## src/mips_defines.svh

```systemverilog
`ifndef MIPS_DEFINES_SVH
`define MIPS_DEFINES_SVH

// datapath width
`define MIPS_DATA_W 32

// register file addressing
`define MIPS_REG_AW 5
`define MIPS_REG_COUNT 32

// reset value of the program counter
`define MIPS_TEXT_BASE 32'h0000_3000

`endif

```

## src/mips_pkg.sv

```systemverilog
`default_nettype none

`include "mips_defines.svh"

package mips_pkg;

    typedef enum logic [5:0] {
        OP_SPECIAL = 6'h00,
        OP_BEQ     = 6'h04,
        OP_ORI     = 6'h0d,
        OP_LUI     = 6'h0f,
        OP_LW      = 6'h23,
        OP_SW      = 6'h2b
    } opcode_e;

    typedef enum logic [5:0] {
        FN_ADDU = 6'h21,
        FN_SUBU = 6'h23
    } funct_e;

    typedef enum logic [1:0] {
        ALU_ADD,
        ALU_SUB,
        ALU_OR,
        ALU_LUI
    } alu_op_e;

    // where an operand value is taken from
    typedef enum logic [1:0] {
        FWD_REG,
        FWD_EX_MEM,
        FWD_MEM_WB
    } fwd_sel_e;

    typedef struct packed {
        alu_op_e                 alu_op;
        logic                    use_imm;
        logic                    mem_read;
        logic                    mem_write;
        logic                    reg_write;
        logic [`MIPS_REG_AW-1:0] dst;
        // cycles from EX until the result exists
        logic [1:0]              t_new;
        logic                    is_branch;
    } ctrl_t;

    typedef struct packed {
        ctrl_t                   ctrl;
        logic [31:0]             pc;
        logic [`MIPS_REG_AW-1:0] rs_addr;
        logic [`MIPS_REG_AW-1:0] rt_addr;
        logic [`MIPS_DATA_W-1:0] rs_val;
        logic [`MIPS_DATA_W-1:0] rt_val;
        logic [`MIPS_DATA_W-1:0] imm;
    } id_ex_t;

    typedef struct packed {
        ctrl_t                   ctrl;
        logic [31:0]             pc;
        logic [`MIPS_DATA_W-1:0] alu;
        logic [`MIPS_DATA_W-1:0] store_data;
    } ex_mem_t;

    typedef struct packed {
        ctrl_t                   ctrl;
        logic [31:0]             pc;
        logic [`MIPS_DATA_W-1:0] wdata;
    } mem_wb_t;

endpackage

`default_nettype wire

```

## src/mips.sv

```systemverilog
`default_nettype none

`include "mips_defines.svh"

module mips (
    input  logic                    clk,
    input  logic                    rst,

    output logic [31:0]             i_inst_addr,
    input  logic [31:0]             i_inst_rdata,

    input  logic [`MIPS_DATA_W-1:0] m_data_rdata,
    output logic [31:0]             m_data_addr,
    output logic [`MIPS_DATA_W-1:0] m_data_wdata,
    output logic                    m_data_we,

    output logic                    w_grf_we,
    output logic [`MIPS_REG_AW-1:0] w_grf_addr,
    output logic [`MIPS_DATA_W-1:0] w_grf_wdata,
    output logic [31:0]             w_inst_addr
);
    import mips_pkg::*;

    logic                    stall;
    logic                    branch_taken;
    logic [31:0]             branch_target;
    logic [31:0]             if_instr;
    logic [31:0]             if_pc;
    ctrl_t                   dec_ctrl;
    logic [`MIPS_REG_AW-1:0] dec_rs;
    logic [`MIPS_REG_AW-1:0] dec_rt;
    logic [`MIPS_DATA_W-1:0] dec_imm;
    logic                    dec_rs_use;
    logic                    dec_rt_use;
    logic [`MIPS_DATA_W-1:0] grf_rs;
    logic [`MIPS_DATA_W-1:0] grf_rt;
    logic [`MIPS_DATA_W-1:0] dec_rs_val;
    logic [`MIPS_DATA_W-1:0] dec_rt_val;
    logic [`MIPS_DATA_W-1:0] ex_rs_val;
    logic [`MIPS_DATA_W-1:0] ex_rt_val;
    logic [`MIPS_DATA_W-1:0] alu_y;
    fwd_sel_e                fwd_dec_rs;
    fwd_sel_e                fwd_dec_rt;
    fwd_sel_e                fwd_ex_rs;
    fwd_sel_e                fwd_ex_rt;
    id_ex_t                  id_ex;
    ex_mem_t                 ex_mem;
    mem_wb_t                 mem_wb;

    function automatic logic [`MIPS_DATA_W-1:0] fwd_pick(
        input fwd_sel_e                sel,
        input logic [`MIPS_DATA_W-1:0] reg_val,
        input logic [`MIPS_DATA_W-1:0] ex_mem_val,
        input logic [`MIPS_DATA_W-1:0] mem_wb_val
    );
        case (sel)
            FWD_EX_MEM: return ex_mem_val;
            FWD_MEM_WB: return mem_wb_val;
            default:    return reg_val;
        endcase
    endfunction

    mips_fetch u_fetch (
        .clk(clk),
        .rst(rst),
        .stall(stall),
        .branch_taken(branch_taken),
        .branch_target(branch_target),
        .pc(i_inst_addr)
    );

    // IF/ID holds while stalled, reset leaves a nop behind
    always_ff @(posedge clk) begin
        if (rst) begin
            if_instr <= '0;
        end else if (!stall) begin
            if_instr <= i_inst_rdata;
        end
        if (!stall) begin
            if_pc <= i_inst_addr;
        end
    end

    mips_decode u_decode (
        .instr(if_instr),
        .pc(if_pc),
        .rs_val(dec_rs_val),
        .rt_val(dec_rt_val),
        .ctrl(dec_ctrl),
        .rs_addr(dec_rs),
        .rt_addr(dec_rt),
        .imm(dec_imm),
        .rs_use(dec_rs_use),
        .rt_use(dec_rt_use),
        .branch_taken(branch_taken),
        .branch_target(branch_target)
    );

    mips_grf u_grf (
        .clk(clk),
        .rst(rst),
        .we(mem_wb.ctrl.reg_write),
        .waddr(mem_wb.ctrl.dst),
        .wdata(mem_wb.wdata),
        .raddr1(dec_rs),
        .raddr2(dec_rt),
        .rdata1(grf_rs),
        .rdata2(grf_rt)
    );

    mips_hazard u_hazard (
        .dec_rs(dec_rs),
        .dec_rt(dec_rt),
        .rs_use(dec_rs_use),
        .rt_use(dec_rt_use),
        .id_ex(id_ex),
        .ex_mem(ex_mem.ctrl),
        .mem_wb(mem_wb.ctrl),
        .stall(stall),
        .fwd_dec_rs(fwd_dec_rs),
        .fwd_dec_rt(fwd_dec_rt),
        .fwd_ex_rs(fwd_ex_rs),
        .fwd_ex_rt(fwd_ex_rt)
    );

    assign dec_rs_val = fwd_pick(fwd_dec_rs, grf_rs, ex_mem.alu, mem_wb.wdata);
    assign dec_rt_val = fwd_pick(fwd_dec_rt, grf_rt, ex_mem.alu, mem_wb.wdata);

    // a stall turns the ID/EX slot into a bubble
    always_ff @(posedge clk) begin
        id_ex <= '{ctrl: dec_ctrl, pc: if_pc, rs_addr: dec_rs, rt_addr: dec_rt,
                   rs_val: dec_rs_val, rt_val: dec_rt_val, imm: dec_imm};
        if (rst || stall) begin
            id_ex.ctrl <= '0;
        end
    end

    assign ex_rs_val = fwd_pick(fwd_ex_rs, id_ex.rs_val, ex_mem.alu, mem_wb.wdata);
    assign ex_rt_val = fwd_pick(fwd_ex_rt, id_ex.rt_val, ex_mem.alu, mem_wb.wdata);

    mips_alu u_alu (
        .op(id_ex.ctrl.alu_op),
        .a(ex_rs_val),
        .b(id_ex.ctrl.use_imm ? id_ex.imm : ex_rt_val),
        .y(alu_y)
    );

    always_ff @(posedge clk) begin
        ex_mem <= '{ctrl: id_ex.ctrl, pc: id_ex.pc, alu: alu_y, store_data: ex_rt_val};
        if (rst) begin
            ex_mem.ctrl <= '0;
        end
    end

    // data memory port, word stores only
    assign m_data_addr  = ex_mem.alu;
    assign m_data_wdata = ex_mem.store_data;
    assign m_data_we    = ex_mem.ctrl.mem_write;

    always_ff @(posedge clk) begin
        mem_wb <= '{ctrl: ex_mem.ctrl, pc: ex_mem.pc,
                    wdata: ex_mem.ctrl.mem_read ? m_data_rdata : ex_mem.alu};
        if (rst) begin
            mem_wb.ctrl <= '0;
        end
    end

    assign w_grf_we    = mem_wb.ctrl.reg_write;
    assign w_grf_addr  = mem_wb.ctrl.dst;
    assign w_grf_wdata = mem_wb.wdata;
    assign w_inst_addr = mem_wb.pc;

endmodule

`default_nettype wire

```

## src/mips_alu.sv

```systemverilog
`default_nettype none

`include "mips_defines.svh"

module mips_alu (
    input  mips_pkg::alu_op_e       op,
    input  logic [`MIPS_DATA_W-1:0] a,
    input  logic [`MIPS_DATA_W-1:0] b,
    output logic [`MIPS_DATA_W-1:0] y
);
    import mips_pkg::*;

    always_comb begin
        case (op)
            ALU_ADD: begin
                y = a + b;
            end
            ALU_SUB: begin
                y = a - b;
            end
            ALU_OR: begin
                y = a | b;
            end
            // lui takes only the immediate
            default: begin
                y = {b[15:0], 16'h0000};
            end
        endcase
    end

endmodule

`default_nettype wire

```

## src/mips_decode.sv

```systemverilog
`default_nettype none

`include "mips_defines.svh"

module mips_decode (
    input  logic [31:0]             instr,
    input  logic [31:0]             pc,
    input  logic [`MIPS_DATA_W-1:0] rs_val,
    input  logic [`MIPS_DATA_W-1:0] rt_val,
    output mips_pkg::ctrl_t         ctrl,
    output logic [`MIPS_REG_AW-1:0] rs_addr,
    output logic [`MIPS_REG_AW-1:0] rt_addr,
    output logic [`MIPS_DATA_W-1:0] imm,
    output logic                    rs_use,
    output logic                    rt_use,
    output logic                    branch_taken,
    output logic [31:0]             branch_target
);
    import mips_pkg::*;

    opcode_e                 op;
    funct_e                  fn;
    logic [`MIPS_REG_AW-1:0] f_rs;
    logic [`MIPS_REG_AW-1:0] f_rt;
    logic [`MIPS_REG_AW-1:0] f_rd;
    logic [`MIPS_DATA_W-1:0] imm_sext;
    logic [`MIPS_DATA_W-1:0] imm_zext;

    assign op       = opcode_e'(instr[31:26]);
    assign fn       = funct_e'(instr[5:0]);
    assign f_rs     = instr[25:21];
    assign f_rt     = instr[20:16];
    assign f_rd     = instr[15:11];
    assign imm_sext = {{16{instr[15]}}, instr[15:0]};
    assign imm_zext = {16'h0000, instr[15:0]};

    // unused operands keep address 0 so they never hit a producer
    always_comb begin
        ctrl    = '0;
        rs_addr = '0;
        rt_addr = '0;
        imm     = imm_zext;
        rs_use  = 1'b1;
        rt_use  = 1'b1;
        case (op)
            OP_SPECIAL: begin
                if (fn == FN_ADDU || fn == FN_SUBU) begin
                    ctrl.alu_op    = (fn == FN_SUBU) ? ALU_SUB : ALU_ADD;
                    ctrl.reg_write = 1'b1;
                    ctrl.dst       = f_rd;
                    ctrl.t_new     = 2'd1;
                    rs_addr        = f_rs;
                    rt_addr        = f_rt;
                end
            end
            OP_ORI, OP_LUI: begin
                ctrl.alu_op    = (op == OP_LUI) ? ALU_LUI : ALU_OR;
                ctrl.use_imm   = 1'b1;
                ctrl.reg_write = 1'b1;
                ctrl.dst       = f_rt;
                ctrl.t_new     = 2'd1;
                rs_addr        = (op == OP_LUI) ? '0 : f_rs;
            end
            OP_LW: begin
                ctrl.use_imm   = 1'b1;
                ctrl.mem_read  = 1'b1;
                ctrl.reg_write = 1'b1;
                ctrl.dst       = f_rt;
                ctrl.t_new     = 2'd2;
                rs_addr        = f_rs;
                imm            = imm_sext;
            end
            OP_SW: begin
                ctrl.use_imm   = 1'b1;
                ctrl.mem_write = 1'b1;
                rs_addr        = f_rs;
                rt_addr        = f_rt;
                imm            = imm_sext;
            end
            OP_BEQ: begin
                ctrl.is_branch = 1'b1;
                rs_addr        = f_rs;
                rt_addr        = f_rt;
                rs_use         = 1'b0;
                rt_use         = 1'b0;
                imm            = imm_sext;
            end
            default: begin
                ctrl = '0;
            end
        endcase
        // writes to $0 are dropped here
        if (ctrl.dst == '0) begin
            ctrl.reg_write = 1'b0;
        end
    end

    assign branch_taken  = ctrl.is_branch && (rs_val == rt_val);
    assign branch_target = pc + 32'd4 + {imm_sext[29:0], 2'b00};

endmodule

`default_nettype wire

```

## src/mips_fetch.sv

```systemverilog
`default_nettype none

`include "mips_defines.svh"

module mips_fetch (
    input  logic        clk,
    input  logic        rst,
    input  logic        stall,
    input  logic        branch_taken,
    input  logic [31:0] branch_target,
    output logic [31:0] pc
);

    logic [31:0] pc_next;

    // redirect only once the branch leaves decode
    always_comb begin
        if (branch_taken) begin
            pc_next = branch_target;
        end else begin
            pc_next = pc + 32'd4;
        end
    end

    always_ff @(posedge clk) begin
        if (rst) begin
            pc <= `MIPS_TEXT_BASE;
        end else if (!stall) begin
            pc <= pc_next;
        end
    end

endmodule

`default_nettype wire

```

## src/mips_grf.sv

```systemverilog
`default_nettype none

`include "mips_defines.svh"

module mips_grf (
    input  logic                    clk,
    input  logic                    rst,
    input  logic                    we,
    input  logic [`MIPS_REG_AW-1:0] waddr,
    input  logic [`MIPS_DATA_W-1:0] wdata,
    input  logic [`MIPS_REG_AW-1:0] raddr1,
    input  logic [`MIPS_REG_AW-1:0] raddr2,
    output logic [`MIPS_DATA_W-1:0] rdata1,
    output logic [`MIPS_DATA_W-1:0] rdata2
);

    // $0 has no storage
    logic [`MIPS_DATA_W-1:0] regs [1:`MIPS_REG_COUNT-1];
    logic                    wr_live;

    assign wr_live = we && (waddr != '0);

    always_ff @(posedge clk) begin
        if (rst) begin
            for (int i = 1; i < `MIPS_REG_COUNT; i++) begin
                regs[i] <= '0;
            end
        end else if (wr_live) begin
            regs[waddr] <= wdata;
        end
    end

    // write-through so decode sees this cycle's writeback
    assign rdata1 = (raddr1 == '0) ? '0 :
                    (wr_live && raddr1 == waddr) ? wdata : regs[raddr1];
    assign rdata2 = (raddr2 == '0) ? '0 :
                    (wr_live && raddr2 == waddr) ? wdata : regs[raddr2];

endmodule

`default_nettype wire

```

## src/mips_hazard.sv

```systemverilog
`default_nettype none

`include "mips_defines.svh"

module mips_hazard (
    input  logic [`MIPS_REG_AW-1:0] dec_rs,
    input  logic [`MIPS_REG_AW-1:0] dec_rt,
    input  logic                    rs_use,
    input  logic                    rt_use,
    input  mips_pkg::id_ex_t        id_ex,
    input  mips_pkg::ctrl_t         ex_mem,
    input  mips_pkg::ctrl_t         mem_wb,
    output logic                    stall,
    output mips_pkg::fwd_sel_e      fwd_dec_rs,
    output mips_pkg::fwd_sel_e      fwd_dec_rt,
    output mips_pkg::fwd_sel_e      fwd_ex_rs,
    output mips_pkg::fwd_sel_e      fwd_ex_rt
);
    import mips_pkg::*;

    function automatic logic hit(input ctrl_t c, input logic [`MIPS_REG_AW-1:0] addr);
        return c.reg_write && (c.dst == addr) && (addr != '0);
    endfunction

    // producer in EX needs t_new more cycles, in MEM one fewer
    function automatic logic late(input logic [`MIPS_REG_AW-1:0] addr, input logic use_t);
        logic [1:0] need;
        need = {1'b0, use_t};
        return (hit(id_ex.ctrl, addr) && id_ex.ctrl.t_new > need) ||
               (hit(ex_mem, addr) && ex_mem.t_new > need + 2'd1);
    endfunction

    // youngest matching producer wins; a younger one not ready blocks older ones
    function automatic fwd_sel_e pick(input logic [`MIPS_REG_AW-1:0] addr, input logic blocked);
        if (blocked) begin
            return FWD_REG;
        end
        if (hit(ex_mem, addr)) begin
            if (ex_mem.t_new == 2'd1) begin
                return FWD_EX_MEM;
            end
            return FWD_REG;
        end
        if (hit(mem_wb, addr)) begin
            return FWD_MEM_WB;
        end
        return FWD_REG;
    endfunction

    assign stall = late(dec_rs, rs_use) || late(dec_rt, rt_use);

    assign fwd_dec_rs = pick(dec_rs, hit(id_ex.ctrl, dec_rs));
    assign fwd_dec_rt = pick(dec_rt, hit(id_ex.ctrl, dec_rt));
    assign fwd_ex_rs  = pick(id_ex.rs_addr, 1'b0);
    assign fwd_ex_rt  = pick(id_ex.rt_addr, 1'b0);

endmodule

`default_nettype wire

```

## config.mk

```make
export PLATFORM = sky130hd
export DESIGN_NAME = mips
export DESIGN_NICKNAME = d
export VERILOG_FILES = /design/src/mips_pkg.sv /design/src/mips.sv /design/src/mips_alu.sv /design/src/mips_decode.sv /design/src/mips_fetch.sv /design/src/mips_grf.sv /design/src/mips_hazard.sv
export VERILOG_INCLUDE_DIRS = /design/src
export SDC_FILE = /design/constraint.sdc
export NUM_CORES = 2
export LEC_CHECK = 0
export BUFFER_PORTS_ARGS = -buffer_cell sky130_fd_sc_hd__buf_4
export CAP_MARGIN = 20
export CORE_MARGIN = 10
export CORE_UTILIZATION = 25
export CTS_BUF_LIST = sky130_fd_sc_hd__clkbuf_2
export CTS_CLUSTER_DIAMETER = 60
export DETAILED_ROUTE_END_ITERATION = 10
export GPL_ROUTABILITY_DRIVEN = 0
export PLACE_DENSITY = 0.41
export SLEW_MARGIN = 20
export SYNTH_ARGS = -nofsm -noshare
export SYNTH_HDL_FRONTEND = slang
export SYNTH_SLANG_ARGS = --single-unit
```

## constraint.sdc

```tcl
create_clock -name clk -period 18.45 [get_ports clk]
set_input_delay 0.9225 -clock clk [delete_from_list [all_inputs] [get_ports clk]]
set_output_delay 0.9225 -clock clk [all_outputs]
set_load 0.005 [all_outputs]
```

* After elaboration in Yosys (flattened, before gate mapping)
Memories as Yosys holds them, arrays and structs flattened.
Index checks and enable logic that the tools add are counted.
** Operators by class
- Add/subtract/negate cells :: 6
- $lt $le $gt $ge :: 2
- Equal/unequal tests :: 31
- Multiplexer cells :: 88
- Bitwise logic cells :: 1
- Reduce and logical (&&, ||, !) cells :: 49
** Operators with widths (count)
- 32-bit two-way mux :: 8
- 32-bit case mux with 2 select lines :: 4
- 32-bit case mux with 3 select lines :: 1
- 32-bit by 3-bit adder with 32-bit output (second input constant) :: 2
- 32-bit adder :: 2
- 5-bit == test :: 12
- 2-bit two-way mux :: 28
- 1-bit two-way mux :: 38
- 32-bit == test :: 1
- 32-bit bitwise OR :: 1
- 32-bit OR reduction :: 1
- 32-bit subtractor :: 1
- 1-bit logical AND :: 28
- 5-bit nonzero test :: 5
- 6-bit == test (second input constant) :: 4
- 8-bit case mux with 3 select lines :: 1
- 5-bit two-way mux :: 4
- 5-bit logical NOT :: 3
- 5-bit case mux with 3 select lines :: 1
- 2-bit by 1-bit == test with 1-bit output (second input constant) :: 6
- 6-bit by 4-bit == test with 1-bit output (second input constant) :: 2
- 2-bit == test (second input constant) :: 5
- 5-bit case mux with 2 select lines :: 1
- 8-bit two-way mux :: 1
- 11 further kinds :: 17
** Word-level totals
- Flip-flop bits (word level) :: 408
- RAM bits :: 992
- Input bits :: 66
- Output and inout bits :: 167
- Word-level logic and storage cells :: 207
- Memories :: 1
** Memory list
- u_grf.regs :: words 31, bits a word 32, rd ports 2, clocked after memory_dff 0, write ports 31, line mips_grf.sv:18 : logic [`MIPS_DATA_W-1:0] regs [1:`MIPS_REG_COUNT-1];

* Logic depth before layout (Yosys ltp)
- Word-level depth :: 20
- Depth in mapped cells :: 33
- Mapped depth without buffers :: 24

* Hierarchy
A second synthesis with hierarchy kept.
** Unflattened totals
- Cell total of the unflattened synthesis :: 6339
- Area, all modules :: 77618.2 µm²
** By module, submodules not included
- mips_grf :: times used 1, cells each 3923, area each 55512.0 µm², sequential area each 30749.5 µm²
- mips :: times used 1, cells each 1216, area each 13484.2 µm², sequential area each 8408.1 µm²
- mips_alu :: times used 1, cells each 452, area each 2959.1 µm², sequential area each 0.0 µm²
- mips_decode :: times used 1, cells each 369, area each 2846.5 µm², sequential area each 0.0 µm²
- mips_fetch :: times used 1, cells each 263, area each 1931.9 µm², sequential area each 640.6 µm²
- mips_hazard :: times used 1, cells each 116, area each 884.6 µm², sequential area each 0.0 µm²

* Least setup slack after synthesis
No wires, ideal clock.
- Path type :: reg2reg
- From :: register if_instr[3]
- To :: register u_fetch.pc[21]
- Setup time :: 0.122 ns
- Arrival time :: 6.072 ns
- Data required time :: 18.328 ns
- Slack :: 12.256 ns
- Cell stages (with the launch flop) :: 28
- Path buffers :: 7
- Period minus slack after synthesis :: 6.194 ns
- Cell sequence :: dfxtp_1 > or4b_4 > nor3_4 > buf_6 > o21ai_4 > inv_4 > buf_6 > buf_6 > clkbuf_1 > xnor2_1 > nand2_1 > or3b_2 > nor3b_1 > or4_1 > ha_1 > nor2b_1 > clkbuf_1 > clkbuf_1 > a21oi_1 > a221o_1 > a21oi_1 > xnor2_1 > nand4_1 > nor4_2 > nand3_2 > buf_6 > mux2_4 > a311o_1
** On the way
- Longest elaborated chain between the ends :: 18
- Elaborated cells on any way between the ends :: 77
- Classes of those cells :: add/sub (1); eq/ne (15); mux (33); reduce/logical (27); memory (1)
** Ends and longest elaborated chain
- start, declared :: line mips.sv:27 : logic [31:0] if_instr;
- start signal, assigned :: line mips.sv:77 : if_instr <= i_inst_rdata;
- 6-bit == test :: line mips_decode.sv:47 : if (fn == FN_ADDU || fn == FN_SUBU) begin
- 1-bit logical OR (*) :: line mips_decode.sv:47
- 5-bit two-way mux (*) :: line mips_decode.sv:47
- 5-bit case mux with 2 select lines (*) :: line mips_decode.sv:45 : case (op)
- via dec_rt[0] :: line mips.sv:31 : logic [`MIPS_REG_AW-1:0] dec_rt;
- 5-bit == test :: line mips_grf.sv:37, mips_hazard.sv:22
- 1-bit logical AND (2 in a row) :: line mips_hazard.sv:22 : return c.reg_write && (c.dst == addr) && (addr != '0);
- 1-bit two-way mux (2 in a row) :: line mips_hazard.sv:44 : if (hit(mem_wb, addr)) begin
- [2 not listed]
- 2-bit two-way mux :: line mips_hazard.sv:44
- 2-bit two-way mux :: line mips_hazard.sv:38 : if (hit(ex_mem, addr)) begin
- 2-bit == test / 2-bit by 1-bit == test with 1-bit output (equally long branches) :: line mips.sv:56 : case (sel)
- 32-bit case mux with 2 select lines (*) :: line mips.sv:56
- via dec_rt_val[20] :: line mips.sv:38 : logic [`MIPS_DATA_W-1:0] dec_rt_val;
- 32-bit == test (*) :: line mips_decode.sv:98 : assign branch_taken = ctrl.is_branch && (rs_val == rt_val);
- 1-bit logical AND (*) :: line mips_decode.sv:98
- 32-bit two-way mux (*) :: line mips_fetch.sv:18 : if (branch_taken) begin
- end signal, assigned :: line mips_fetch.sv:27 : pc <= `MIPS_TEXT_BASE;
- end signal, assigned :: line mips_fetch.sv:29 : pc <= pc_next;
- end, declared :: line mips_fetch.sv:11 : output logic [31:0] pc
Mark *: on every way through the listed nets, which the timed path passes. The rest lies on a longest branch. The select of a mux whose other input is x is not followed.
A chain may end at the register's enable or synchronous reset.

* Worst setup path after layout
- From :: register if_instr[26]
- To :: register u_fetch.pc[21]
** On the way
- Longest elaborated chain between the ends :: 17
- Elaborated cells on any way between the ends :: 86
- Classes of those cells :: add/sub (1); order compare (2); eq/ne (18); mux (34); reduce/logical (30); memory (1)
** Ends and longest elaborated chain
- 6-bit by 3-bit == test with 1-bit output (tied with other cells) :: line mips_decode.sv:45
- 3-bit OR reduction (no line) (tied with other cells)
- 5-bit case mux with 3 select lines (*) :: line mips_decode.sv:45
- 5-bit == test :: line mips_grf.sv:35, mips_hazard.sv:22
- 1-bit logical AND (2 in a row) :: line mips_hazard.sv:22
- 1-bit two-way mux (2 in a row) :: line mips_hazard.sv:44
- 1-bit two-way mux :: line mips_hazard.sv:38
- 2-bit two-way mux :: line mips_hazard.sv:47 : return FWD_REG;
- 2-bit two-way mux :: line mips_hazard.sv:44
- 2-bit two-way mux :: line mips_hazard.sv:38
- 2-bit == test / 2-bit by 1-bit == test with 1-bit output (equally long branches) :: line mips.sv:56
- 32-bit case mux with 2 select lines (*) :: line mips.sv:56
- via dec_rs_val[10] :: line mips.sv:37 : logic [`MIPS_DATA_W-1:0] dec_rs_val;
- 32-bit == test (*) :: line mips_decode.sv:98
- 1-bit logical AND (*) :: line mips_decode.sv:98
- 32-bit two-way mux (*) :: line mips_fetch.sv:18
Marks and branches as above.

==> metrics.txt <==
status finished clean; Fin Clk Skew 0.338 ns; Hold Path Class primary input to flip-flop; Starting Density 25.1%; mean area per synthesized cell 10.5 sq um; synthesized instance count 7453; dpl cell area 85600 sq um; Max-slew headroom 10.7%; worst setup margin 8.85 ns; Distinct cells, synth 113; clk root buf clkbuf_2; CTS Buffer Depth 4; crit share post-route 52.1%; Peak VDD IR 0.106 mV; Pleak 33.3 nW; final instance area 91000 sq um; clock edge transition at the registers on the reported setup and hold paths 0.10 ns; first-pass GRT wire length 614000 um; leading area contributor after synthesis edfxtp_1; number of core rows 205; Post-synth EDFFs 1056; dpl cells 11400; Core Footprint 312000 sq um; Via density 5.84; grt total ovfl 0; number of port buffers 232; CP Capture Type flip-flop; post-CTS setup buffer count 0; Max Cap Violations 0; hold slack 0.166 ns; Power Total 8.48 mW; Worst Setup Start Kind flip-flop; sequential fraction of the synthesis area 50.0%; RSZ-0062 raised after global routing false; Synth Register Bits 1432; largest net degree at the start of global routing 100; count of clock tree sinks 1432; GRT Overall Usage 25.9%; DP HPWL 308000 um; I/O pins 233; Post-Route Setup TNS 0 ns; number of global-route vias before repair 68300; Post-synth ARST share 0%; number of synthesis warnings 0; via count 71900; R2R setup slack 8.85 ns; Mapped Area 78500 sq um; clk_lat worst skew 1.86 ns; top cell type's share of synthesized area 40.4%; Final Hold Viols 0; main flop type after synthesis edfxtp_1; Least-Margin Pin Slew 1.32 ns; top-count cell post-synth edfxtp_1; filler instances 32400; DIE HEIGHT 580 um; wirelength, routed 462000 um; DIE WIDTH 580 um; # setup viols final 0; antenna violations before repair 71; nets 8003; pre-CTS WS 9.10 ns; PD cells 93.1 nW/um^2; CP Class flip-flop to flip-flop; post-route core utilization 29.2%; CTS tree yes; Die Area 337000 sq um; # H-tree levels 5; critical-path maximum fanout 77; initial drt markers 12200; Finished Layout Cells 12300; Num CTS Buffers 418; wire per inst 37.5 um; Tmin final 9.60 ns; WP data arrival 11.20 ns; Final ANT Viol Nets 0; DR DRC count 0; share of post-route cells with drive strength above 1 20.6%; Syn-to-layout area delta 16.0%; ranking of synthesized cells by area edfxtp_1 (40%), dfxtp_1 (9.6%), and2_1 (6.9%); fin. max-slew vios 0; fmax 0.104 GHz; TritonRoute pass-1 iters 7; CP required 20.04 ns; synth cell count leaders edfxtp_1 (1056), and2_1 (861), nand2_1 (462)
## routing by layer
layer | GRT usage [%] | up-vias | routed length [um]
li1 | - | 28900 | -
met1 | 33.0 | 35900 | 180000
met2 | 36.8 | 5715 | 188000
met3 | 10.4 | 1408 | 63100
met4 | 14.9 | 32 | 30700
met5 | 0.198 | - | 227
## cells by family (layout without fill, tap and decap cells)
kind of cell,after synthesis,count (layout),synth area share (%)
xor+xnor,149,149,1.67
other cells,1,67,0.00478
buf+inv,892,1550,5.00
fa+ha+maj,107,107,1.72
compound gates,1881,1881,16.9
mux,570,570,8.33
flops,1432,1432,50.0
simple gates,2421,2421,16.3
## repair_timing
action,CTS,global route
setup endpoints to repair,0,0
hold buffers,138,0
hold endpoints to repair,102,0
gates resized for setup,0,0
## worst max-delay path, cell delays in order, from the launching register on
cell and delay (ns):
dfxtp_1 0.38, nor3_4 0.68, a22o_4 0.57, buf_4 0.53, buf_4 0.63, o31ai_4 0.15
inv_1 0.40, buf_4 0.43, xnor2_1 0.13, nand4_1 0.11, nor2_1 0.10, or3_1 0.41
ha_1 0.31, inv_1 0.16, a31oi_1 0.32, nand2_1 0.42, nor2_1 0.62, o2111ai_1 0.22
nand4_1 0.21, xor2_1 0.19, nand4_1 0.17, nor4_2 0.83, nand3_2 0.12, buf_4 0.36
mux2_4 0.41, a311o_1 0.31
## state kept, by name (all words and copies together) (netlist names)
signal and count:
u_fetch.pc 32, w_inst_addr 32, w_grf_we 1, m_data_wdata 32, u_grf.regs 1024, id_ex 136
m_data_we 1, if_pc 32, ex_mem 41, if_instr 32, m_data_addr 32, w_grf_addr 5
w_grf_wdata 32
## power breakdown
group | leakage (nW) | switching [mW] | internal [mW]
sequential | 14.0 | 0.312 | 3.64
combinational | 16.4 | 1.42 | 0.517
clock | 2.88 | 1.58 | 1.01
## path summary, 6_finish.rpt
kind,start,endpoint,depth (start not counted)
setup / recovery,if_instr[26]$_SDFFE_PP0N_,u_fetch.pc[21]$_SDFFE_PP0N_,25
setup reg to reg,if_instr[26]$_SDFFE_PP0N_,u_fetch.pc[21]$_SDFFE_PP0N_,25
hold reg to reg,id_ex[106]$_DFF_P_,ex_mem[64]$_DFF_P_,0
hold / removal,i_inst_rdata[24],if_instr[24]$_SDFFE_PP0N_,4
## cells in the final DEF, fill, tap and decap left out, types with 105 or more instances in the layout
cell / count
edfxtp_1: 1056
and2_1: 861
clkbuf_2: 604
buf_4: 525
nand2_1: 460
dfxtp_1: 348
mux2i_1: 333
nor2_1: 329
a21oi_1: 320
o21ai_0: 275
nor3_1: 265
mux2_2: 189
dlygate4sd3_1: 138
inv_1: 127
o211ai_1: 124
o22ai_1: 112
nand3_1: 110
a221oi_1: 108
ha_1: 105
## area by class of cell
| cell class | count | area [sq um] | area share [%] |
|---|---|---|---|
| Antenna cell | 35 | 87.6 | 0.0962 |
| Tap cell | 4140 | 5180 | 5.69 |
| Timing Repair Buffer | 673 | 5490 | 6.03 |
| Inverter | 145 | 554 | 0.609 |
| Multi-Input combinational cell | 5160 | 36600 | 40.2 |
| Clock inverter | 128 | 790 | 0.868 |
| Clock buffer | 604 | 3020 | 3.32 |
| Sequential cell | 1432 | 39300 | 43.2 |
No activity file was read; power rests on OpenSTA's default activity.
